==> src/verilog/fads_consts.svh <==
`ifndef FADS_CONSTS_SVH
`define FADS_CONSTS_SVH

// sizes
`define FADS_CHNL          6
`define FADS_DWT           14
`define FADS_MEM           32
`define FADS_ADDR_W        3
`define FADS_US_TICKS      125
`define FADS_CLASS_W       16

// bus map, low 20 address bits only
`define FADS_ADDR_DEC      20
`define FADS_A_SORT_DELAY  20'h00024
`define FADS_A_SORT_DUR    20'h00028
`define FADS_A_REC_ID      20'h00200
`define FADS_A_REC_INT     20'h00204
`define FADS_A_REC_WIDTH   20'h00208
`define FADS_A_REC_CLASS   20'h0020C
`define FADS_A_REC_TIME    20'h00210
`define FADS_A_ENABLED     20'h00300
`define FADS_A_SENSE       20'h00304
`define FADS_A_ADC         20'h00308
// six banks: min/low/high intensity, then min/low/high width
`define FADS_A_THR_BASE    20'h01000
`define FADS_A_THR_STRIDE  20'h00020
`define FADS_THR_BANKS     6

// reset values
`define FADS_DEF_INT_MIN   (-14'sd250)
`define FADS_DEF_INT_LOW   (-14'sd240)
`define FADS_DEF_INT_HIGH  (14'sd500)
`define FADS_DEF_WID_MIN   32'd1
`define FADS_DEF_WID_LOW   32'd4
`define FADS_DEF_WID_HIGH  32'd1000
`define FADS_DEF_ENABLED   6'h0F
`define FADS_DEF_SENSE     3'd0
`define FADS_DEF_DELAY     32'd31250
`define FADS_DEF_DUR       32'd125000

`endif

==> src/verilog/fads_pkg.sv <==
`include "fads_consts.svh"

package fads_pkg;

    // one bit per detector channel
    typedef logic [`FADS_CHNL-1:0] chan_mask_t;

    // thresholds of a single channel
    typedef struct packed {
        logic signed [`FADS_DWT-1:0] int_min;
        logic signed [`FADS_DWT-1:0] int_low;
        logic signed [`FADS_DWT-1:0] int_high;
        logic [`FADS_MEM-1:0]        wid_min;
        logic [`FADS_MEM-1:0]        wid_low;
        logic [`FADS_MEM-1:0]        wid_high;
    } chan_thr_t;

    typedef chan_thr_t [`FADS_CHNL-1:0] thr_bank_t;

    // peak and width of one channel over a droplet
    typedef struct packed {
        logic signed [`FADS_DWT-1:0] peak;
        logic [`FADS_MEM-1:0]        width;
    } chan_meas_t;

    typedef chan_meas_t [`FADS_CHNL-1:0] meas_bank_t;

    // record of the last classified droplet
    typedef struct packed {
        logic [`FADS_MEM-1:0]     id;
        logic [`FADS_MEM-1:0]     peak;
        logic [`FADS_MEM-1:0]     width;
        logic [`FADS_CLASS_W-1:0] cls;
        logic [`FADS_MEM-1:0]     time_us;
    } droplet_rec_t;

    // one bus request
    typedef struct packed {
        logic [`FADS_MEM-1:0] addr;
        logic [`FADS_MEM-1:0] wdata;
        logic                 wen;
        logic                 ren;
    } sys_req_t;

endpackage

==> src/verilog/fads_acquire.sv <==
`include "fads_consts.svh"

module fads_acquire (
    input  logic                         adc_clk_i,
    input  logic                         fads_reset,
    input  logic signed [`FADS_DWT-1:0]  adc_i,
    input  logic [`FADS_ADDR_W-1:0]      mux_addr_i,
    input  logic                         stable_i,
    input  fads_pkg::thr_bank_t          thr_i,
    input  fads_pkg::chan_mask_t         enabled_i,
    input  logic [`FADS_ADDR_W-1:0]      sense_addr_i,
    input  logic                         busy_i,
    output fads_pkg::meas_bank_t         meas_o,
    output fads_pkg::chan_mask_t         measured_o,
    output logic                         done_o,
    output fads_pkg::chan_mask_t         mux_ch_o
);

    typedef enum logic [1:0] {
        ST_WAIT,
        ST_ACQ,
        ST_DONE
    } state_t;

    state_t               state;
    fads_pkg::chan_mask_t sense_oh;
    logic                 ch_valid;
    logic                 above;
    logic                 on_sense;
    logic                 start;
    logic                 finish;

    assign sense_oh = fads_pkg::chan_mask_t'(1) << sense_addr_i;

    // channels 6 and 7 of the mux carry nothing
    assign ch_valid = mux_addr_i < `FADS_CHNL;
    assign above    = ch_valid && (adc_i >= thr_i[mux_addr_i].int_min);
    assign on_sense = stable_i && (mux_addr_i == sense_addr_i);

    // droplet edges seen on the sensing channel only
    assign start  = (state == ST_WAIT) && !busy_i && on_sense && above;
    assign finish = (state == ST_ACQ) && on_sense && !above;

    always_ff @(posedge adc_clk_i) begin
        if (fads_reset) begin
            state <= ST_WAIT;
        end else begin
            case (state)
                ST_WAIT: begin
                    if (start) begin
                        state <= ST_ACQ;
                    end
                end
                ST_ACQ: begin
                    if (finish) begin
                        state <= ST_DONE;
                    end
                end
                // single cycle, evaluation happens here
                default: state <= ST_WAIT;
            endcase
        end
    end

    always_ff @(posedge adc_clk_i) begin
        if (start) begin
            // fresh droplet, peaks start from most negative code
            for (int c = 0; c < `FADS_CHNL; c++) begin
                meas_o[c].peak  <= {1'b1, {(`FADS_DWT-1){1'b0}}};
                meas_o[c].width <= '0;
            end
            meas_o[sense_addr_i].peak  <= adc_i;
            meas_o[sense_addr_i].width <= `FADS_MEM'(1);
            measured_o <= enabled_i | sense_oh;
        end else if ((state == ST_ACQ) && stable_i && ch_valid) begin
            if (adc_i > meas_o[mux_addr_i].peak) begin
                meas_o[mux_addr_i].peak <= adc_i;
            end
            // width counts samples over the channel min
            if (above) begin
                meas_o[mux_addr_i].width <= meas_o[mux_addr_i].width + `FADS_MEM'(1);
            end
        end
    end

    assign done_o = (state == ST_DONE);

    // idle mux parks on the sensing detector
    assign mux_ch_o = (state == ST_WAIT) ? sense_oh : measured_o;

endmodule

==> config.mk <==
export PLATFORM = sky130hd
export DESIGN_NAME = fads_acquire
export DESIGN_NICKNAME = d
export VERILOG_FILES = /design/src/verilog/fads_pkg.sv /design/src/verilog/fads_acquire.sv
export VERILOG_INCLUDE_DIRS = /design/src /design/src/verilog
export SDC_FILE = /design/constraint.sdc
export NUM_CORES = 1
export LEC_CHECK = 0
export BUFFER_PORTS_ARGS = -buffer_cell sky130_fd_sc_hd__buf_2
export CAP_MARGIN = 20
export CORE_AREA = 5 5 450 452
export DETAILED_ROUTE_END_ITERATION = 10
export DIE_AREA = 0 0 455 457
export HOLD_SLACK_MARGIN = 0.15
export PLACE_DENSITY_LB_ADDON = 0.3
export SLEW_MARGIN = 15
export SYNTH_ARGS = -nofsm -noshare
export SYNTH_HDL_FRONTEND = slang
export SYNTH_SLANG_ARGS = --single-unit
==> constraint.sdc <==
create_clock -name adc_clk_i -period 10.64 [get_ports adc_clk_i]
set_clock_uncertainty 0.1 [all_clocks]
set_input_delay 1.596 -clock adc_clk_i [delete_from_list [all_inputs] [get_ports adc_clk_i]]
set_output_delay 1.596 -clock adc_clk_i [all_outputs]
set_load 0.02 [all_outputs]
### Word level (Yosys, flattened, before mapping)

Cells that the tools add are included.

| storage, ports and cells | value |
|---|---|
| latch bits | 0 |
| bits of input ports | 858 |
| memory bits (writable) | 0 |
| memory bits (read-only) | 0 |
| output and inout port bits | 289 |
| flip-flop bits (word level) | 284 |
| memories kept | 0 |
| word-level logic and storage cells | 73 |

| operators by class | value |
|---|---|
| order comparisons | 7 |
| divide/modulo/power cells | 0 |
| $mul | 0 |
| $add $sub $neg | 1 |
| equal/unequal tests | 5 |
| shift operators | 1 |
| reductions and logical operators | 16 |
| bitwise logic cells | 4 |
| muxes and demuxes | 25 |

Operators with widths:

| operator | count |
|---|---|
| $mux 276 | 6 |
| $bwmux 276 | 3 |
| $demux 46 s3 | 4 |
| $bmux 138 s3 | 1 |
| $and 270x270->270 | 1 |
| $bmux 46 s3 | 1 |
| $mux 138 | 1 |
| $mux 46 | 3 |
| $mux 32 | 2 |
| $add 32x1->32 const B | 1 |
| $ge 14x14->1 | 1 |
| $gt 14x14->1 | 1 |
| $or 6x6->6 | 2 |
| $logic_and 1x1->1 | 11 |
| $lt 3x4->1 const B | 2 |
| $ge 3x1->1 const B | 2 |
| $mux 6 | 1 |
| $not 6->6 | 1 |
| $shl 1x3->6 const A | 1 |
| $mux 2 | 2 |
| $ne 2x2->1 const B | 2 |
| $pmux 2 s2 | 1 |
| $eq 3x3->1 | 1 |
| $lt 3x3->1 const B | 1 |
| 6 further kinds | 7 |

### Longest topological paths before layout

Gate-level depths: netlist of the first run.

| depth | value |
|---|---|
| word-level depth | 12 |
| depth in mapped cells | 23 |
| mapped depth without buffers | 14 |

### Least setup slack after synthesis of the first run

OpenSTA, ideal clock, no wires.

| timing | value |
|---|---|
| path type | input to register |
| from | in mux_addr_i[0] |
| to | reg meas_o[100] (netlist name), enable pin |
| setup time | 1.502 ns |
| data arrival time | 8.395 ns |
| path buffers | 9 |
| stages on the path | 19 |
| slack | 0.643 ns |
| data required time | 9.038 ns |
| cells stage by stage | buf_4 > buf_4 > buf_4 > buf_4 > buf_4 > buf_1 > buf_1 > a31oi_1 > nor2_1 > a221oi_1 > ha_1 > a21o_1 > a211oi_1 > o21a_1 > o221ai_1 > nand2_1 > clkbuf_1 > clkbuf_1 > nand2_1 |

| between the ends | value |
|---|---|
| word-level cells in the longest chain between the ends | 6 |
| elaborated cells on any way between the ends | 11 |
| those cells by class | 2 x order compare; 1 x eq/ne; 2 x mux; 6 x reduce/logical |

Ends and longest elaborated chain:

| item | RTL line | source |
|---|---|---|
| start, declared | fads_acquire.sv:7 | `` input logic [`FADS_ADDR_W-1:0] mux_addr_i, `` |
| $bmux 138 s3 | fads_acquire.sv:37 | `assign above = ch_valid && (adc_i >= thr_i[mux_addr_i].int_min);` |
| $mux 138 (not written as such) | fads_acquire.sv:37 |  |
| $ge 14x14->1 | fads_acquire.sv:37 |  |
| $logic_and 1x1->1 | fads_acquire.sv:37 |  |
| $logic_and 1x1->1 | fads_acquire.sv:41 | `assign start = (state == ST_WAIT) && !busy_i && on_sense && above;` |
| $reduce_bool 2->1 (no source line) * | -- |  |
| end, declared | fads_acquire.sv:13 | `output fads_pkg::meas_bank_t meas_o,` |

Mark *: on every way between the ends. The rest lies on a longest branch, timed or not. The select of a mux whose other input is x is not followed.
A chain may end at the register's enable or synchronous reset.

### Worst setup path after layout of the first run

| timing | value |
|---|---|
| from | in mux_addr_i[1] |
| to | reg meas_o[178] (netlist name), data pin |

| between the ends | value |
|---|---|
| word-level cells in the longest chain between the ends | 12 |
| elaborated cells on any way between the ends | 26 |
| those cells by class | 5 x order compare; 1 x eq/ne; 15 x mux; 5 x reduce/logical |

Ends and longest elaborated chain:

| item | RTL line | source |
|---|---|---|
| branches (longest 11 deep; another with $gt 14x14->1) | -- |  |
| $mux 276 * | fads_acquire.sv:66 | `if (start) begin` |

Every way passes the cells marked *. The select of a mux whose other input is x is not followed.

==> impl_metrics.csv, run 1 <==
group,metric,value,unit
yosys,synth_xor_area_share,1.84,%
sta,hold_violations,0,
sta,min_period,6.99,ns
placement,portBuffers,402,
die,initial_core_util,8.08,%
setup_path,worstSetupStartpointType,"input pin",
yosys,synthesis.area,16000,sq um
hold_path,min-delay-path-class,"reg -> reg",
clock_network,cts_setup_buffers,0,
status,status,"finished clean",
setup_path,r2r_slack,6.14,ns
yosys,synthSimpleGateAreaFrac,15.0,%
clock_network,clock_path_buffers,3,
placement,placed_cell_area,21600,sq um
yosys,ys_seq_area_share,53.1,%
yosys,post-synth-top-count-cell,"edfxtp_1",
routing,vias,14164,
yosys,syn_nets,2345,
routing,routed_wl,109000,um
yosys,yosysUniqueCellTypes,70,
placement,dp_hpwl,85700,um
routing,drtAntennaViolNets,0,
sta,rsz0062_at_grt,"false",
setup_path,crit_path_end_kind,"flop",
clock_network,clk_latency,0.62,ns
die,rows,164,
power,power_leakage,0.00819,uW
routing,drtIter0Drc,1214,
grt,grt_usage,10.1,%
power,vdd_drop_max,0.0928,mV
layout,fillers,22806,
clock_network,clk_pin_slew,0.05,ns
layout,fin_util,11.6,%
clock_network,root_buffer,"clkbuf_16",
sta,fin_setup_tns,0,ns
layout,fin_nets,2761,
sta,whs,0.493,ns
grt,grt_max_degree,71,
setup_path,crit_required,10.86,ns
routing,firstDrtPassIters,6,
routing,drc,0,
setup_path,crit_type,"in -> reg",
yosys,synth_top_cell_area_share,52.8,%
placement,gp_congestion,0.747,
sta,fmax,143,MHz
sta,finalSetupViolCount,0,
grt,grt_pass1_vias,14099,
setup_path,cp.arrival,7.22,ns
clock_network,cts_hold_buf,0,
yosys,yosys-top-cells-area,"edfxtp_1 53%, mux2i_1 6.2%, nand2_1 4.4%",
power,p_per_area,141,nW/um^2
routing,viasPerCell,3.10,
yosys,synth_top_family_by_area,"compound AO/OA/AOI/OAI gates",
layout,stdcell_area,23100,sq um
yosys,synth_ff_type,"edfxtp_1",
yosys,async_flop_share,0,%
layout,synthToLayoutAreaGrowth,44.1,%
yosys,syn_inst,1458,
clock_network,cts_htree_levels,2,
yosys,synth_compound_area_share,17.1,%
grt,antenna_found_initial,30,
clock_network,cts.sinks,284,
setup_path,cp_max_fo,70,
clock_network,ctsResizeCount,0,
yosys,syn_area_per_cell,11.0,sq um
grt,grt_pass1_wl,140000,um
yosys,synth_edf_count,282,
sta,tightest_slew,1.10,ns
routing,routedWlPerCell,24.0,um
sta,drv_slew,0,
clock_network,tritoncts,"done",
job,drv_cap,0,
yosys,yosysWarnings,0,
sta,fin_crit_sh,65.7,%
die,ios,1147,
die,die_area,208000,sq um
yosys,synth_top_area_cell,"edfxtp_1",
die,core_area,198000,sq um
die,die_h,457,um
clock_network,cts_buffers,44,
yosys,synthTopCellsByCount,"282 x edfxtp_1, 186 x nand2_1, 99 x mux2i_1, 91 x o21ai_0, 87 x nor2_1",
yosys,synthMuxAreaShare,7.58,%
sta,max_slew_margin,26.4,%
yosys,yosys_register_bits,284,
grt,grt_overflow,0,
yosys,synth_fa_ha_area_share,2.26,%
die,die_x,455,um
layout,layout-drive-gt1-share,32.7,%
## layout make-up
class                   instances  area (sq um)  area share, %
repair buffers                471          2580           11.2
clock buffers                  50          1170           5.05
well taps                    2656          3320           14.4
flip-flops and latches        284          8510           36.8
clock inverters                28           284           1.23
inverters                      15          56.3          0.244
diodes                          5          12.5         0.0542
multi-input cells            1058          7170           31.0
## worst max-delay path, cell delays in order
cell and delay [ns]:
buf_2 0.25, or2_1 0.47, buf_4 0.29, nor2_2 0.75, a22oi_1 0.21, nand2_1 0.11, a221oi_1 0.06, ha_1 0.33
a21oi_1 0.13, nor3b_1 0.06, a211oi_1 0.55, o221ai_2 0.50, nand2_2 0.20, buf_4 0.69, nor2_1 0.09, o21ba_2 0.71
nor2b_1 0.10
## path summary, 6_finish.rpt
check | from | endpoint | cells after the start
worst max-delay path | mux_addr_i[1] | meas_o[178] | 17
worst max register to register | meas_o[225] | meas_o[180] | 11
worst min register to register | state[1] | state[1] | 2
worst min-delay path | state[1] | state[1] | 2
## report_power, final
group	switching, uW	internal, uW	total (uW)
combinational	320	141	461
clock	627	906	1530
sequential	11.6	1250	1260
## stage by stage
step / power [uW] / worst slack, ns / std cells
2_1_floorplan: 1520 / 0.643 / 1458
3_3_place_gp: 1760 / 2.76 / 4482
3_5_place_dp: 1760 / 2.72 / 4484
4_1_cts: 3330 / 3.38 / 4562
5_1_grt: 3380 / 3.16 / 4564
6_report: 3250 / 3.65 / 4567
## flip-flops by register name (all words and copies together), names as in the netlist
signal      flops
meas_o        276
measured_o      6
state           2
## routing by layer
metal / vias to the layer above / share of wire, % / global-route usage, %
met5: - / 0.058 / 0
met4: 10 / 5.5 / 4.71
met3: 145 / 5.5 / 2.22
met2: 519 / 50 / 17.9
met1: 7091 / 39 / 11.4
li1: 6399 / - / -
## cells by family (layout without fill, tap and decap cells)
family,after synthesis,after routing
AO/OA/AOI/OAI,403,403
XOR/XNOR,32,32
adder cells (fa/ha/maj),29,29
buffers and inverters,116,564
flip-flops,284,284
multiplexers,119,119
other,0,5
AND/OR/NAND/NOR,475,475
## cells in the final DEF (no fill, tap or decap), drive strengths merged, types with 16 or more instances in the layout
cell type	Yosys	routed
edfxtp	282	282
mux2i	99	99
nand2	189	189
a22o	78	78
nor2	87	87
nand3	39	39
a22oi	49	49
inv	14	16
xnor2	25	25
o22ai	24	24
a21oi	83	83
mux2	20	20
ha	29	29
a221oi	17	17
clkinv	1	20
buf	37	471
and2	61	61
nor2b	29	29
o21ai	95	95
clkbuf	64	50
Power figures use the tool's default switching activity.
==> run 2, diff against run 1 <==
--- a/config.mk
+++ b/config.mk
@@ -6,11 +6,12 @@
 export SDC_FILE = /design/constraint.sdc
 export NUM_CORES = 1
 export LEC_CHECK = 0
+export ABC_AREA = 1
 export BUFFER_PORTS_ARGS = -buffer_cell sky130_fd_sc_hd__buf_2
 export CAP_MARGIN = 20
-export CORE_AREA = 5 5 450 452
+export CORE_AREA = 5 5 440 442
 export DETAILED_ROUTE_END_ITERATION = 10
-export DIE_AREA = 0 0 455 457
+export DIE_AREA = 0 0 445 447
 export HOLD_SLACK_MARGIN = 0.15
 export PLACE_DENSITY_LB_ADDON = 0.3
 export SLEW_MARGIN = 15
==> constraint.sdc (replaced) <==
create_clock -name adc_clk_i -period 6.1 [get_ports adc_clk_i]
set_clock_uncertainty 0.1 [all_clocks]
set_input_delay 0.915 -clock adc_clk_i [delete_from_list [all_inputs] [get_ports adc_clk_i]]
set_output_delay 0.915 -clock adc_clk_i [all_outputs]
set_load 0.02 [all_outputs]
==> impl_metrics.csv, run 2 <==
group,metric,value,unit
status,status,"finished clean",
clock_network,cts_hold_buf,0,
clock_network,root_buffer,"clkbuf_16",
power,vdd_drop_max,0.197,mV
die,die_x,445,um
clock_network,clock_path_buffers,3,
yosys,yosysUniqueCellTypes,41,
setup_path,cp.arrival,5.09,ns
grt,grt_max_degree,83,
die,die_area,199000,sq um
grt,globalRouteMet2Util,23.8,%
clock_network,cts_buffers,42,
layout,fin_util,14.1,%
yosys,post-synth-top-count-cell,"nand2_1",
grt,top_usage_layer,"met2",
layout,fin_nets,4008,
routing,drtAntennaViolNets,0,
layout,layout_commonest_cell,"nand2_1",
sta,drv_slew,0,
sta,min_period,4.88,ns
setup_path,crit_type,"in -> reg",
clock_network,clk_pin_slew,0.06,ns
die,ios,1147,
sta,fin_setup_tns,0,ns
grt,grt_pass1_wl,164000,um
layout,reg.largest.list,"meas_o x276, measured_o x6, state x2",
clock_network,cts_htree_levels,2,
sta,max_slew_margin,52.2,%
placement,portBuffers,402,
setup_path,reg2regPathDepth,17,
sta,tightest_slew,0.717,ns
yosys,async_flop_share,0,%
setup_path,cp_max_fo,32,
die,core_area,189000,sq um
setup_path,path_cells,"buf_2 -> buf_4 -> nor2_8 -> nand2_2 -> inv_2 -> buf_4 -> a22o_1 -> a2111oi_0 -> ha_1 -> nand4_1 -> nor3_1 -> nand4_1 -> nand3_2 -> buf_12 -> nand3_4 -> nand2_8 -> buf_12 -> nand2_1 -> nor2_1",
layout,fillers,21833,
routing,drtIter0Drc,1624,
setup_path,crit_path_end_kind,"flop",
die,rows,160,
setup_path,critPathMaxStageDelay,0.44,ns
setup_path,worstSetupStartpointType,"input pin",
yosys,syn_inst,2699,
clock_network,ctsResizeCount,0,
yosys,yosys-top-cells-area,"edfxtp_1 44%, nand2_1 17%, nand3_1 8.8%",
power,p_per_area,207,nW/um^2
yosys,synth_top_cell_area_share,43.9,%
layout,layout-drive-gt1-share,21.2,%
yosys,yosysWarnings,0,
setup_path,critPathTopFamily,"simple AND/OR/NAND/NOR gates",
layout,synthToLayoutAreaGrowth,38.5,%
sta,fmax,205,MHz
grt,grt_pass1_vias,18687,
yosys,synthTopCellsByCount,"860 x nand2_1, 420 x inv_1, 338 x nand3_1, 282 x edfxtp_1, 191 x nor2_1",
clock_network,tritoncts,"done",
sta,rsz0062_at_grt,"false",
routing,routedWlPerCell,21.8,um
routing,routed_wl,124000,um
yosys,syn_area_per_cell,7.14,sq um
yosys,synth_top_area_cell,"edfxtp_1",
layout,stdcell_area,26700,sq um
sta,hold_violations,0,
grt,use_met1,12.6,%
layout,largest_reg_flops,276,
hold_path,hold_depth,2,
yosys,ys_seq_area_share,44.2,%
grt,grtUsageMet3,2.43,%
yosys,syn_nets,3586,
power,power_leakage,0.0120,uW
yosys,synthesis.area,19300,sq um
hold_path,min-delay-path-class,"in -> reg",
job,drv_cap,0,
die,initial_core_util,10.2,%
placement,dp_hpwl,96600,um
placement,placed_cell_area,25400,sq um
sta,fin_crit_sh,80.1,%
clock_network,cts_setup_buffers,0,
routing,vias,19741,
routing,viasPerCell,3.48,
sta,finalSetupViolCount,0,
yosys,yosys_register_bits,284,
setup_path,crit_required,6.30,ns
placement,gp_congestion,0.820,
routing,drc,0,
setup_path,slowest_stage,"buf_4",
setup_path,path_depth,19,
yosys,synth_ff_type,"edfxtp_1",
layout,largest-register,"meas_o",
layout,layout_common_cells,"859 x nand2_1, 420 x inv_1, 401 x buf_2",
layout,multi_input_area,8450,sq um
clock_network,clk_latency,0.63,ns
grt,grt_overflow,0,
grt,antenna_found_initial,58,
yosys,synth_edf_count,282,
layout,regArea,8510,sq um
routing,firstDrtPassIters,5,
die,die_h,447,um
setup_path,crit_buf_inv,6,
grt,grt_usage,11.9,%
clock_network,cts.sinks,284,
-- run 2: changes by cell type in the layout (fill, tap and decap cells not counted), sizes merged, moves of 45 or more --
cell / before / now
a22oi: 49 / 4
inv: 16 / 441
o21ai: 95 / 172
nand3: 39 / 346
nand2: 189 / 869
nor2: 87 / 206
buf: 471 / 540
and2: 61 / 7
mux2i: 99 / 0
a22o: 78 / 5
-- run 2: path summary, 6_finish.rpt --
| path | start | to | slack (ns) |
|---|---|---|---|
| hold reg to reg | state[0] | state[0] | 0.47 |
| setup / recovery | mux_addr_i[1] | meas_o[230] | 1.22 |
| setup reg to reg | meas_o[175] | meas_o[273] | 2.54 |
| hold / removal | fads_reset | state[0] | 0.40 |
-- run 2: final cells by class --
cell class,count,area share (%)
inverter,441,6.20
clock inverter,20,0.661
tap,2511,11.8
sequential,284,31.9
clock buffer,57,4.23
antenna,11,0.103
multi-input combinational,1812,31.7
timing repair buffer,540,13.5
-- run 2: worst register-to-register path: stages, from the launching register on --
cell      delay (ns)
edfxtp_1        0.42
nand2_1         0.10
nand4_1         0.20
a221oi_1        0.51
ha_1            0.35
nand2_1         0.11
nor2_1          0.05
o21ai_0         0.08
o211ai_1        0.13
nand2_1         0.08
nand2_1         0.06
nand2_1         0.06
nand2_1         0.07
nor2_4          0.25
o21ai_0         0.14
buf_4           0.18
nor2_2          0.14
buf_12          0.18
-- run 2: logic make-up after synthesis --
family / count (synthesis) / share of synthesized area (%)
and+or+nand+nor: 1493 / 32.9
buffers and inverters: 603 / 12.4
AOI/OAI and AO/OA: 281 / 8.17
DFF: 284 / 44.2
xor gates and xnor gates: 9 / 0.409
adders and majority gates: 29 / 1.88
-- run 2: power by group --
group | leakage (uW) | switching, uW | total, uW | internal [uW]
combinational | 0.00877 | 645 | 921 | 276
clock | 0.000628 | 1070 | 2420 | 1360
sequential | 0.00257 | 13.7 | 2180 | 2170
-- run 2: metal layers --
metal	part of all wire, %	routed length [um]	up-vias
li1	-	-	9555
met1	35	44000	9403
met2	56	69100	621
met3	6.2	7740	160
met4	2.5	3040	2
met5	0.010	13	-
-- run 2: stage by stage --
stage	power, uW	instances	worst slack (ns)	hold WS (ns)
after floorplan	2720	2699	0.231	0.427
after global placement	3170	5588	0.460	0.453
after detailed placement	3170	5588	0.465	0.459
after CTS	5650	5665	1.13	0.328
after global routing	5770	5671	0.922	0.368
final	5530	5676	1.22	0.398
